### src/source/game_pkg.sv
package game_pkg;

	// the field is square, rows count down from the top
	localparam int GRID_CELLS = 5;
	localparam int LAST_CELL = GRID_CELLS - 1;

	// column or row index
	typedef logic [2:0] cell_t;

	// one decimal digit of the score
	typedef logic [3:0] bcd_t;

	// bit row*GRID_CELLS+col is set for a live block
	typedef logic [GRID_CELLS*GRID_CELLS-1:0] cell_map_t;

	localparam cell_t PLAYER_START_COL = 3'd2; // middle lane
	localparam cell_t PLAYER_START_ROW = 3'd4; // bottom row

	localparam logic [3:0] LANE_SEED = 4'b1001; // any nonzero value keeps the LFSR alive

endpackage

### src/source/step_timer.sv
module step_timer #(
	parameter int STEP_CYCLES = 16
) (
	input logic clock,
	input logic reset,
	input logic run,
	input logic clear,
	input logic score_inc,
	output logic tick,
	output game_pkg::bcd_t score_tens,
	output game_pkg::bcd_t score_ones
);

	localparam int COUNT_W = $clog2(STEP_CYCLES);

	logic [COUNT_W-1:0] count;
	logic at_max;

	// first RUN cycle sees zero and loads, so the count reaches one in the last cycle
	always_ff @(posedge clock)
	begin
		if (!reset || !run)
			count <= '0;
		else if (count == '0)
			count <= COUNT_W'(STEP_CYCLES - 1);
		else
			count <= count - 1'b1;
	end

	assign tick = run && (count == COUNT_W'(1));

	assign at_max = (score_tens == 4'd9) && (score_ones == 4'd9); // score stops at 99

	always_ff @(posedge clock)
	begin
		if (!reset || clear)
		begin
			score_tens <= '0;
			score_ones <= '0;
		end
		else if (score_inc && !at_max)
		begin
			if (score_ones == 4'd9)
			begin
				score_ones <= '0;
				score_tens <= score_tens + 1'b1; // carry into the tens digit
			end
			else
				score_ones <= score_ones + 1'b1;
		end
	end

endmodule

### src/source/game_fsm.sv
module game_fsm (
	input logic clock,
	input logic reset,
	input logic go,
	input logic tick,
	input logic hit,
	output logic run,
	output logic clear,
	output logic advance,
	output logic spawn,
	output logic score_inc,
	output logic playing,
	output logic game_over
);

	typedef enum logic [2:0] {
		IDLE,
		START,
		RUN,
		MOVE,
		SPAWN,
		CHECK,
		OVER
	} game_state_t;

	game_state_t state;
	game_state_t next_state;

	always_ff @(posedge clock)
	begin
		if (!reset)
			state <= IDLE;
		else
			state <= next_state;
	end

	// a step is the fixed sequence MOVE, SPAWN, CHECK after each tick
	always_comb
	begin
		next_state = state;
		case (state)
			IDLE:
				if (go)
					next_state = START;
			START:
				next_state = RUN;
			RUN:
				if (tick)
					next_state = MOVE;
			MOVE:
				next_state = SPAWN;
			SPAWN:
				next_state = CHECK;
			CHECK:
				next_state = hit ? OVER : RUN;
			OVER:
				if (go)
					next_state = START; // everything holds until the player restarts
			default:
				next_state = IDLE;
		endcase
	end

	assign run = (state == RUN);
	assign clear = (state == START);
	assign advance = (state == MOVE);
	assign spawn = (state == SPAWN);
	assign score_inc = (state == CHECK) && !hit; // only a survived step counts
	assign playing = state inside {START, RUN, MOVE, SPAWN, CHECK};
	assign game_over = (state == OVER);

endmodule

### src/source/lane_random.sv
module lane_random (
	input logic clock,
	input logic reset,
	input logic spawn,
	output game_pkg::cell_t lane
);

	logic [3:0] lfsr;

	// not cleared between games so each game gets a fresh lane sequence
	always_ff @(posedge clock)
	begin
		if (!reset)
			lfsr <= game_pkg::LANE_SEED;
		else if (spawn)
			lfsr <= {lfsr[2:0], lfsr[3] ^ lfsr[2]};
	end

	// the lane in use during SPAWN is the value before the shift
	assign lane = game_pkg::cell_t'(lfsr % game_pkg::GRID_CELLS);

endmodule

### src/source/player_cell.sv
module player_cell (
	input logic clock,
	input logic reset,
	input logic clear,
	input logic advance,
	input logic left,
	input logic right,
	input logic up,
	input logic down,
	output game_pkg::cell_t player_col,
	output game_pkg::cell_t player_row
);

	always_ff @(posedge clock)
	begin
		if (!reset || clear)
		begin
			player_col <= game_pkg::PLAYER_START_COL;
			player_row <= game_pkg::PLAYER_START_ROW;
		end
		else if (advance)
		begin
			// left wins over right when both are pressed, even at the left edge
			if (left)
			begin
				if (player_col != '0)
					player_col <= player_col - 1'b1;
			end
			else if (right && player_col != game_pkg::cell_t'(game_pkg::LAST_CELL))
				player_col <= player_col + 1'b1;

			// up wins over down in the same way
			if (up)
			begin
				if (player_row != '0)
					player_row <= player_row - 1'b1;
			end
			else if (down && player_row != game_pkg::cell_t'(game_pkg::LAST_CELL))
				player_row <= player_row + 1'b1;
		end
	end

endmodule

### src/source/block_field.sv
module block_field #(
	parameter int NUM_BLOCKS = 5
) (
	input logic clock,
	input logic reset,
	input logic clear,
	input logic advance,
	input logic spawn,
	input game_pkg::cell_t lane,
	input game_pkg::cell_t player_col,
	input game_pkg::cell_t player_row,
	output logic hit,
	output game_pkg::cell_map_t cell_map
);

	localparam int PTR_W = (NUM_BLOCKS > 1) ? $clog2(NUM_BLOCKS) : 1;

	logic [NUM_BLOCKS-1:0] valid;
	game_pkg::cell_t slot_col [NUM_BLOCKS];
	game_pkg::cell_t slot_row [NUM_BLOCKS];
	logic [PTR_W-1:0] ptr;

	always_ff @(posedge clock)
	begin
		if (!reset || clear)
		begin
			valid <= '0;
			ptr <= '0;
		end
		else
		begin
			if (advance)
			begin
				for (int i = 0; i < NUM_BLOCKS; i++)
				begin
					if (valid[i] && slot_row[i] == game_pkg::cell_t'(game_pkg::LAST_CELL))
						valid[i] <= 1'b0; // falls out below the bottom row
				end
			end
			if (spawn)
			begin
				valid[ptr] <= 1'b1; // oldest slot is reused when all are live
				if (ptr == PTR_W'(NUM_BLOCKS - 1))
					ptr <= '0;
				else
					ptr <= ptr + 1'b1;
			end
		end
	end

	// positions only mean something while the slot is valid
	always_ff @(posedge clock)
	begin
		if (advance)
		begin
			for (int i = 0; i < NUM_BLOCKS; i++)
			begin
				if (valid[i])
					slot_row[i] <= slot_row[i] + 1'b1;
			end
		end
		if (spawn)
		begin
			slot_col[ptr] <= lane;
			slot_row[ptr] <= '0;
		end
	end

	always_comb
	begin
		hit = 1'b0;
		cell_map = '0;
		for (int i = 0; i < NUM_BLOCKS; i++)
		begin
			if (valid[i])
			begin
				cell_map[slot_row[i] * game_pkg::GRID_CELLS + slot_col[i]] = 1'b1;
				if (slot_col[i] == player_col && slot_row[i] == player_row)
					hit = 1'b1;
			end
		end
	end

endmodule

### src/source/dodge_top.sv
module dodge_top #(
	parameter int STEP_CYCLES = 16,
	parameter int NUM_BLOCKS = 5
) (
	input logic clock,
	input logic reset,
	input logic go,
	input logic left,
	input logic right,
	input logic up,
	input logic down,
	output logic playing,
	output logic game_over,
	output game_pkg::cell_t player_col,
	output game_pkg::cell_t player_row,
	output game_pkg::bcd_t score_tens,
	output game_pkg::bcd_t score_ones,
	output game_pkg::cell_map_t cell_map
);

	logic run;
	logic clear;
	logic advance;
	logic spawn;
	logic score_inc;
	logic tick;
	logic hit;
	game_pkg::cell_t lane;

	game_fsm fsm (
		.clock(clock),
		.reset(reset),
		.go(go),
		.tick(tick),
		.hit(hit),
		.run(run),
		.clear(clear),
		.advance(advance),
		.spawn(spawn),
		.score_inc(score_inc),
		.playing(playing),
		.game_over(game_over)
	);

	step_timer #(.STEP_CYCLES(STEP_CYCLES)) timer (
		.clock(clock),
		.reset(reset),
		.run(run),
		.clear(clear),
		.score_inc(score_inc),
		.tick(tick),
		.score_tens(score_tens),
		.score_ones(score_ones)
	);

	lane_random random (
		.clock(clock),
		.reset(reset),
		.spawn(spawn),
		.lane(lane)
	);

	player_cell player (
		.clock(clock),
		.reset(reset),
		.clear(clear),
		.advance(advance),
		.left(left),
		.right(right),
		.up(up),
		.down(down),
		.player_col(player_col),
		.player_row(player_row)
	);

	block_field #(.NUM_BLOCKS(NUM_BLOCKS)) field (
		.clock(clock),
		.reset(reset),
		.clear(clear),
		.advance(advance),
		.spawn(spawn),
		.lane(lane),
		.player_col(player_col),
		.player_row(player_row),
		.hit(hit),
		.cell_map(cell_map)
	);

endmodule

### config.mk
export PLATFORM = sky130hd
export DESIGN_NAME = dodge_top
export DESIGN_NICKNAME = d
export VERILOG_FILES = /design/src/source/game_pkg.sv /design/src/source/step_timer.sv /design/src/source/game_fsm.sv /design/src/source/lane_random.sv /design/src/source/player_cell.sv /design/src/source/block_field.sv /design/src/source/dodge_top.sv
export SDC_FILE = /design/constraint.sdc
export NUM_CORES = 1
export LEC_CHECK = 0
export BUFFER_PORTS_ARGS = -buffer_cell sky130_fd_sc_hd__buf_2
export CAP_MARGIN = 15
export CORE_UTILIZATION = 60
export DETAILED_ROUTE_END_ITERATION = 7
export MAX_ROUTING_LAYER = met4
export PLACE_DENSITY = 0.81
export SYNTH_ARGS = -nofsm -noshare
export SYNTH_HDL_FRONTEND = slang
export SYNTH_SLANG_ARGS = --single-unit
### constraint.sdc
create_clock -name clock -period 12.1 [get_ports clock]
set_input_delay 3.63 -clock clock [delete_from_list [all_inputs] [get_ports clock]]
set_output_delay 3.63 -clock clock [all_outputs]
set_load 0.02 [all_outputs]
* After elaboration in Yosys (flattened, before gate mapping) *
Memories as Yosys holds them, arrays and structs flattened.
Index checks and enable logic that the tools add are counted.

cells by class
  add/sub/neg operators = 18
  $mul = 5
  div/mod/pow operators = 1
  magnitude comparators = 12
  equal/unequal tests = 31
  shift operators = 0
  muxes and demuxes = 68
  bitwise operators = 6
  reductions and logical operators = 41

operators with widths
  kind                                                                                  count
  32-bit by 1-bit greater-or-equal comparator with 1-bit output, second input constant  5
  32-bit by 6-bit < comparator with 1-bit output, second input constant                 5
  25-bit 2-to-1 mux                                                                     5
  25-bit OR                                                                             4
  1-bit 2-to-1 mux                                                                      39
  3-bit 2-to-1 mux                                                                      12
  6-bit by 3-bit adder with 7-bit output                                                5
  4-bit by 3-bit remainder unit with 32-bit output, second input constant               1
  3-bit equality test                                                                   10
  3-bit by 3-bit multiplier with 6-bit output, second input constant                    5
  3-bit equality test, second input constant                                            9
  1-bit demux with 5-bit select                                                         5
  3-bit by 1-bit adder with 3-bit output, second input constant                         8
  1-bit logical AND                                                                     22
  3-bit case mux with 6 select lines                                                    1
  5-bit 2-to-1 mux                                                                      3
  4-bit by 1-bit adder with 4-bit output, second input constant                         2
  4-bit equality test, second input constant                                            2
  4-bit 2-to-1 mux                                                                      2
  3-bit by 2-bit equality test with 1-bit output, second input constant                 2
  2-bit by 1-bit inequality test with 1-bit output, second input constant               3
  3-bit inequality test, second input constant                                          2
  3-bit AND reduction                                                                   2
  3-bit nonzero test                                                                    2
  other kinds (19)                                                                      26

storage, ports and cells
  bits in registers = 33
  latch bits = 0
  memory bits (writable) = 30
  bits in read-only memories = 0
  input port bits = 7
  output and inout port bits = 41
  word-level logic and storage cells = 193
  memories = 2

memories
  name            words  width  read ports  clocked after memory_dff  write ports  RTL line           text
  field.slot_col  5      3      5           0                         1            block_field.sv:19  game_pkg::cell_t slot_col [NUM_BLOCKS];
  field.slot_row  5      3      5           0                         5            block_field.sv:20  game_pkg::cell_t slot_row [NUM_BLOCKS];

* Logic depth before layout (Yosys ltp) *
An unclocked memory read counts as a cell.

  depth after elaboration = 17
  mapped depth = 10
  gate-level depth less buffers = 10

* Modules after synthesis *
A second synthesis with hierarchy kept.

unflattened totals
  cell total of the unflattened synthesis = 722
  area, all modules = 5970.7 sq um

by module, submodules not included
  module       times used  cells an instance  area an instance (sq um)  seq. area each (sq um)
  block_field  1           523                4329.2                    910.9
  step_timer   1           71                 604.3                     240.2
  lane_random  1           57                 466.7                     80.1
  player_cell  1           45                 382.9                     120.1
  game_fsm     1           26                 187.7                     60.1

* Worst setup path after synthesis *
Ideal clock, no wire load.

  path kind = reg-to-output
  start = memory field.slot_row[0][2] in the netlist's numbering
  end = output port cell_map[12]
  data arrival time = 2.833 ns
  required time = 8.470 ns
  slack = 5.637 ns
  cell stages (with the launch flop) = 9
  path buffers = 0
  cells stage by stage = dfxtp_1 -> ha_1 -> ha_1 -> fa_1 -> a21o_1 -> a21oi_1 -> nor3b_1 -> inv_1 -> o211ai_1

RTL lines
  what         RTL line           text
  from (decl)  block_field.sv:20
  to (decl)    dodge_top.sv:18    output game_pkg::cell_map_t cell_map

==> impl_metrics.tcl <==
set metrics [dict create \
    outcome "finished, violations left" \
    violations "design-rule violations" \
    antennaDiodeCount 0 \
    period_share_pct 61.44 \
    syn_nets 737 \
    synth_enable_flop_cells 15 \
    setup_viol 0 \
    nFillCells 740 \
    met1_usage_pct 36.70 \
    post-cts-setup-buffers 0 \
    netlist-cell-type-count 66 \
    r2r-end "field.slot_col[3][1]$_DFFE_PP_" \
    crit_start "field.slot_row[1][2]$_SDFFE_PP0P_" \
    initial_core_util_pct 62.56 \
    finalHoldViolations 0 \
    max_cap_viol_count 0 \
    skew_ns 0.009412 \
    overflow 0 \
    ys_top_cells_by_area "dfxtp_1 (17%), ha_1 (16%), edfxtp_1 (8.2%)" \
    port_buffers 47 \
    cp_max_fo 7 \
    tns_ns 0 \
    ys_ff_latch 63 \
    drt-vias-per-instance 6.160 \
    clk_latency_ns 0.33 \
    worstMarginPinSlew_ns 1.002 \
    endpoint_kind "output port" \
    final_core_util_pct 67.86 \
    drc 10 \
    yosysTopAreaCellShare_pct 17.44 \
    ios 48 \
    core-area_um2 8806 \
    synth_top_family_by_area "simple AND/OR/NAND/NOR gates" \
    drive_gt1_share_pct 10.95 \
    clk_path_buf_depth 2 \
    grt_pass1_vias 4821 \
    cts_buffers 9 \
    grt.met2_usage_pct 53.95 \
    dp_hpwl_um 11060 \
    syn_area_um2 5509 \
    clock_sinks 63 \
    drv_slew 0 \
    design.die.area_um2 9569 \
    cts-resized-gates 0 \
    r2r_start "random.lfsr[2]$_SDFFE_PN0P_" \
    synth-simple-area-share_pct 24.10 \
    routedWlPerCell_um 17.68 \
    area_growth_pct 8.471 \
    grt_first_pass_wirelength_um 23540 \
    dr.pass1.iters 8 \
    busiest_layer "met2" \
    async_reset_ff_share_pct 0 \
    gp_congestion 0.9847 \
    synth.area.mux_share_pct 0.5678 \
    endpoint "cell_map[24]" \
    postRouteAntennaNets 0 \
    grt_use_met3_pct 4.510 \
    synth-compound-area-share_pct 17.08 \
    layoutNonFillerInstCount 802 \
    dp_worst_setup_slack_ns 5.086 \
    die_h_um 97.82 \
    syn_area_per_cell_um2 8.424 \
    cts_tree "yes" \
    slew_headroom_pct 32.66 \
    routed_wl_um 14180 \
    reg2reg_depth 9 \
    synthCells 654 \
    first_iter_violations 260 \
    h-tree-depth 3 \
    rsz0062_at_grt "false" \
    fin_nets 773 \
    synth_most_common_cell "ha_1" \
    place_inst 786 \
    leakagePower_nw 2.523 \
    fp.dieW_um 97.82 \
    crit_required_ns 8.47 \
    grt_start_max_net_pins 24 \
    cp.arrival_ns 3.80 \
    vias 4940 \
    fin_ws_ns 4.666 \
    cp-start-kind "flip-flop" \
    ir_drop_mv 0.07608 \
    power.density_nw_per_um2 85.54 \
    clk_pin_slew_ns 0.07 \
    synth_seq_area_share_pct 25.62 \
    min_path_type "flip-flop to flip-flop" \
    synth_top_flop_cell "dfxtp_1" \
    clock-root-buffer "clkbuf_8" \
    yosys.area.top_type "dfxtp_1" \
    synth_fa_ha_area_share_pct 18.21 \
    num_rows 34 \
    yosysWarningCount 0 \
    grtUsageTotal_pct 31.64 \
    fin_crit_ns 7.434 \
    crit_type "flip-flop to output port" \
    synth_xor_area_share_pct 9.698 \
    cts_hold_buffers 0 \
    fmax_mhz 134.5 \
    grt_antenna_before_repair 0 \
    regToRegSetupSlack_ns 9.55 \
    synthTopCellsByCount "ha_1 (69), nand2_1 (59), nor2_1 (51)" \
]
worst min path at each step:
stage | cells after the start | to | slack (ns) | startpoint
2_1_floorplan | 1 | timer.count[0]$_SDFF_PP0_ | 0.45 | timer.count[0]$_SDFF_PP0_
3_3_place_gp | 1 | timer.count[0]$_SDFF_PP0_ | 0.48 | timer.count[0]$_SDFF_PP0_
3_5_place_dp | 1 | timer.count[0]$_SDFF_PP0_ | 0.49 | timer.count[0]$_SDFF_PP0_
4_1_cts | 1 | timer.count[0]$_SDFF_PP0_ | 0.51 | timer.count[0]$_SDFF_PP0_
5_1_grt | 2 | timer.score_tens[3]$_SDFFE_PP0P_ | 0.55 | timer.score_tens[3]$_SDFFE_PP0P_
6_report | 2 | timer.score_tens[3]$_SDFFE_PP0P_ | 0.51 | timer.score_tens[3]$_SDFFE_PP0P_
kinds of logic after synthesis:
kind of cell	after synthesis
and+or+nand+nor	254
xor gates and xnor gates	61
buffers and inverters	60
AOI/OAI and AO/OA	137
DFF	63
muxes	3
adders and majority gates	76
critical path, stage by stage (launching register included):
cell	delay [ns]
dfxtp_1	0.43
ha_1	0.28
ha_1	0.33
fa_1	0.47
a21o_1	0.19
a21oi_1	0.23
nor3b_1	0.78
nor4b_1	0.40
a31oi_1	0.07
nand3_1	0.12
buf_2	0.17
metal layers:
layer,vias to the layer above,part of all wire [%]
met1,2298,43
met2,162,49
met3,45,3.8
met4,0,3.7
li1,2435,-
met5,-,0
where the power goes:
group | switching (mW) | total [mW] | internal (mW) | leakage [nW]
clock | 0.0791 | 0.188 | 0.108 | 0.110
sequential | 0.00799 | 0.228 | 0.220 | 0.525
combinational | 0.0616 | 0.0958 | 0.0342 | 1.89
registers in the layout, summed over array words and instances (netlist names):
signal and cells:
field.ptr 3, fsm.state 3, player.player_row 3, timer.score_tens 4, field.valid 5, random.lfsr 4
timer.score_ones 4, player.player_col 3, timer.count 4, field.slot_row 15, field.slot_col 15
stage by stage:
stage	area (um^2)	total power, mW	hold slack, ns
2_1_floorplan	5509	0.3016	0.4501
3_3_place_gp	5758	0.3229	0.4774
3_5_place_dp	5758	0.3261	0.4917
4_1_cts	5968	0.5128	0.5065
5_1_grt	5976	0.5339	0.5522
6_report	5976	0.5112	0.5054
final cells by class:
cell class / instances / area, um^2 / share of cell area [%]
repair buffers: 48 / 242.7 / 4.062
flip-flops and latches: 63 / 1411 / 23.62
inverters: 37 / 138.9 / 2.324
clock inverters: 1 / 6.256 / 0.1047
multi-input cells: 531 / 3837 / 64.22
well taps: 108 / 135.1 / 2.261
clock buffers: 14 / 203.9 / 3.413
placed cells by master, fill, tap and decap left out, types with 6 or more instances in the layout:
cell type,Yosys,final
a21o_1,7,7
a21oi_1,41,41
a221oi_1,8,8
a22oi_1,36,36
and3_1,8,8
buf_2,1,47
clkbuf_8,0,13
dfxtp_1,48,48
edfxtp_1,15,15
fa_1,7,7
ha_1,69,69
inv_1,36,36
nand2_1,59,59
nand2b_1,15,15
nand3_1,39,39
nand4_1,11,11
nor2_1,51,51
nor2b_1,11,11
nor3_1,19,19
nor3b_1,9,9
nor4_2,6,6
o211ai_1,6,6
xnor2_1,45,45
xor2_1,16,16
No activity file was read; power rests on OpenSTA's default activity.
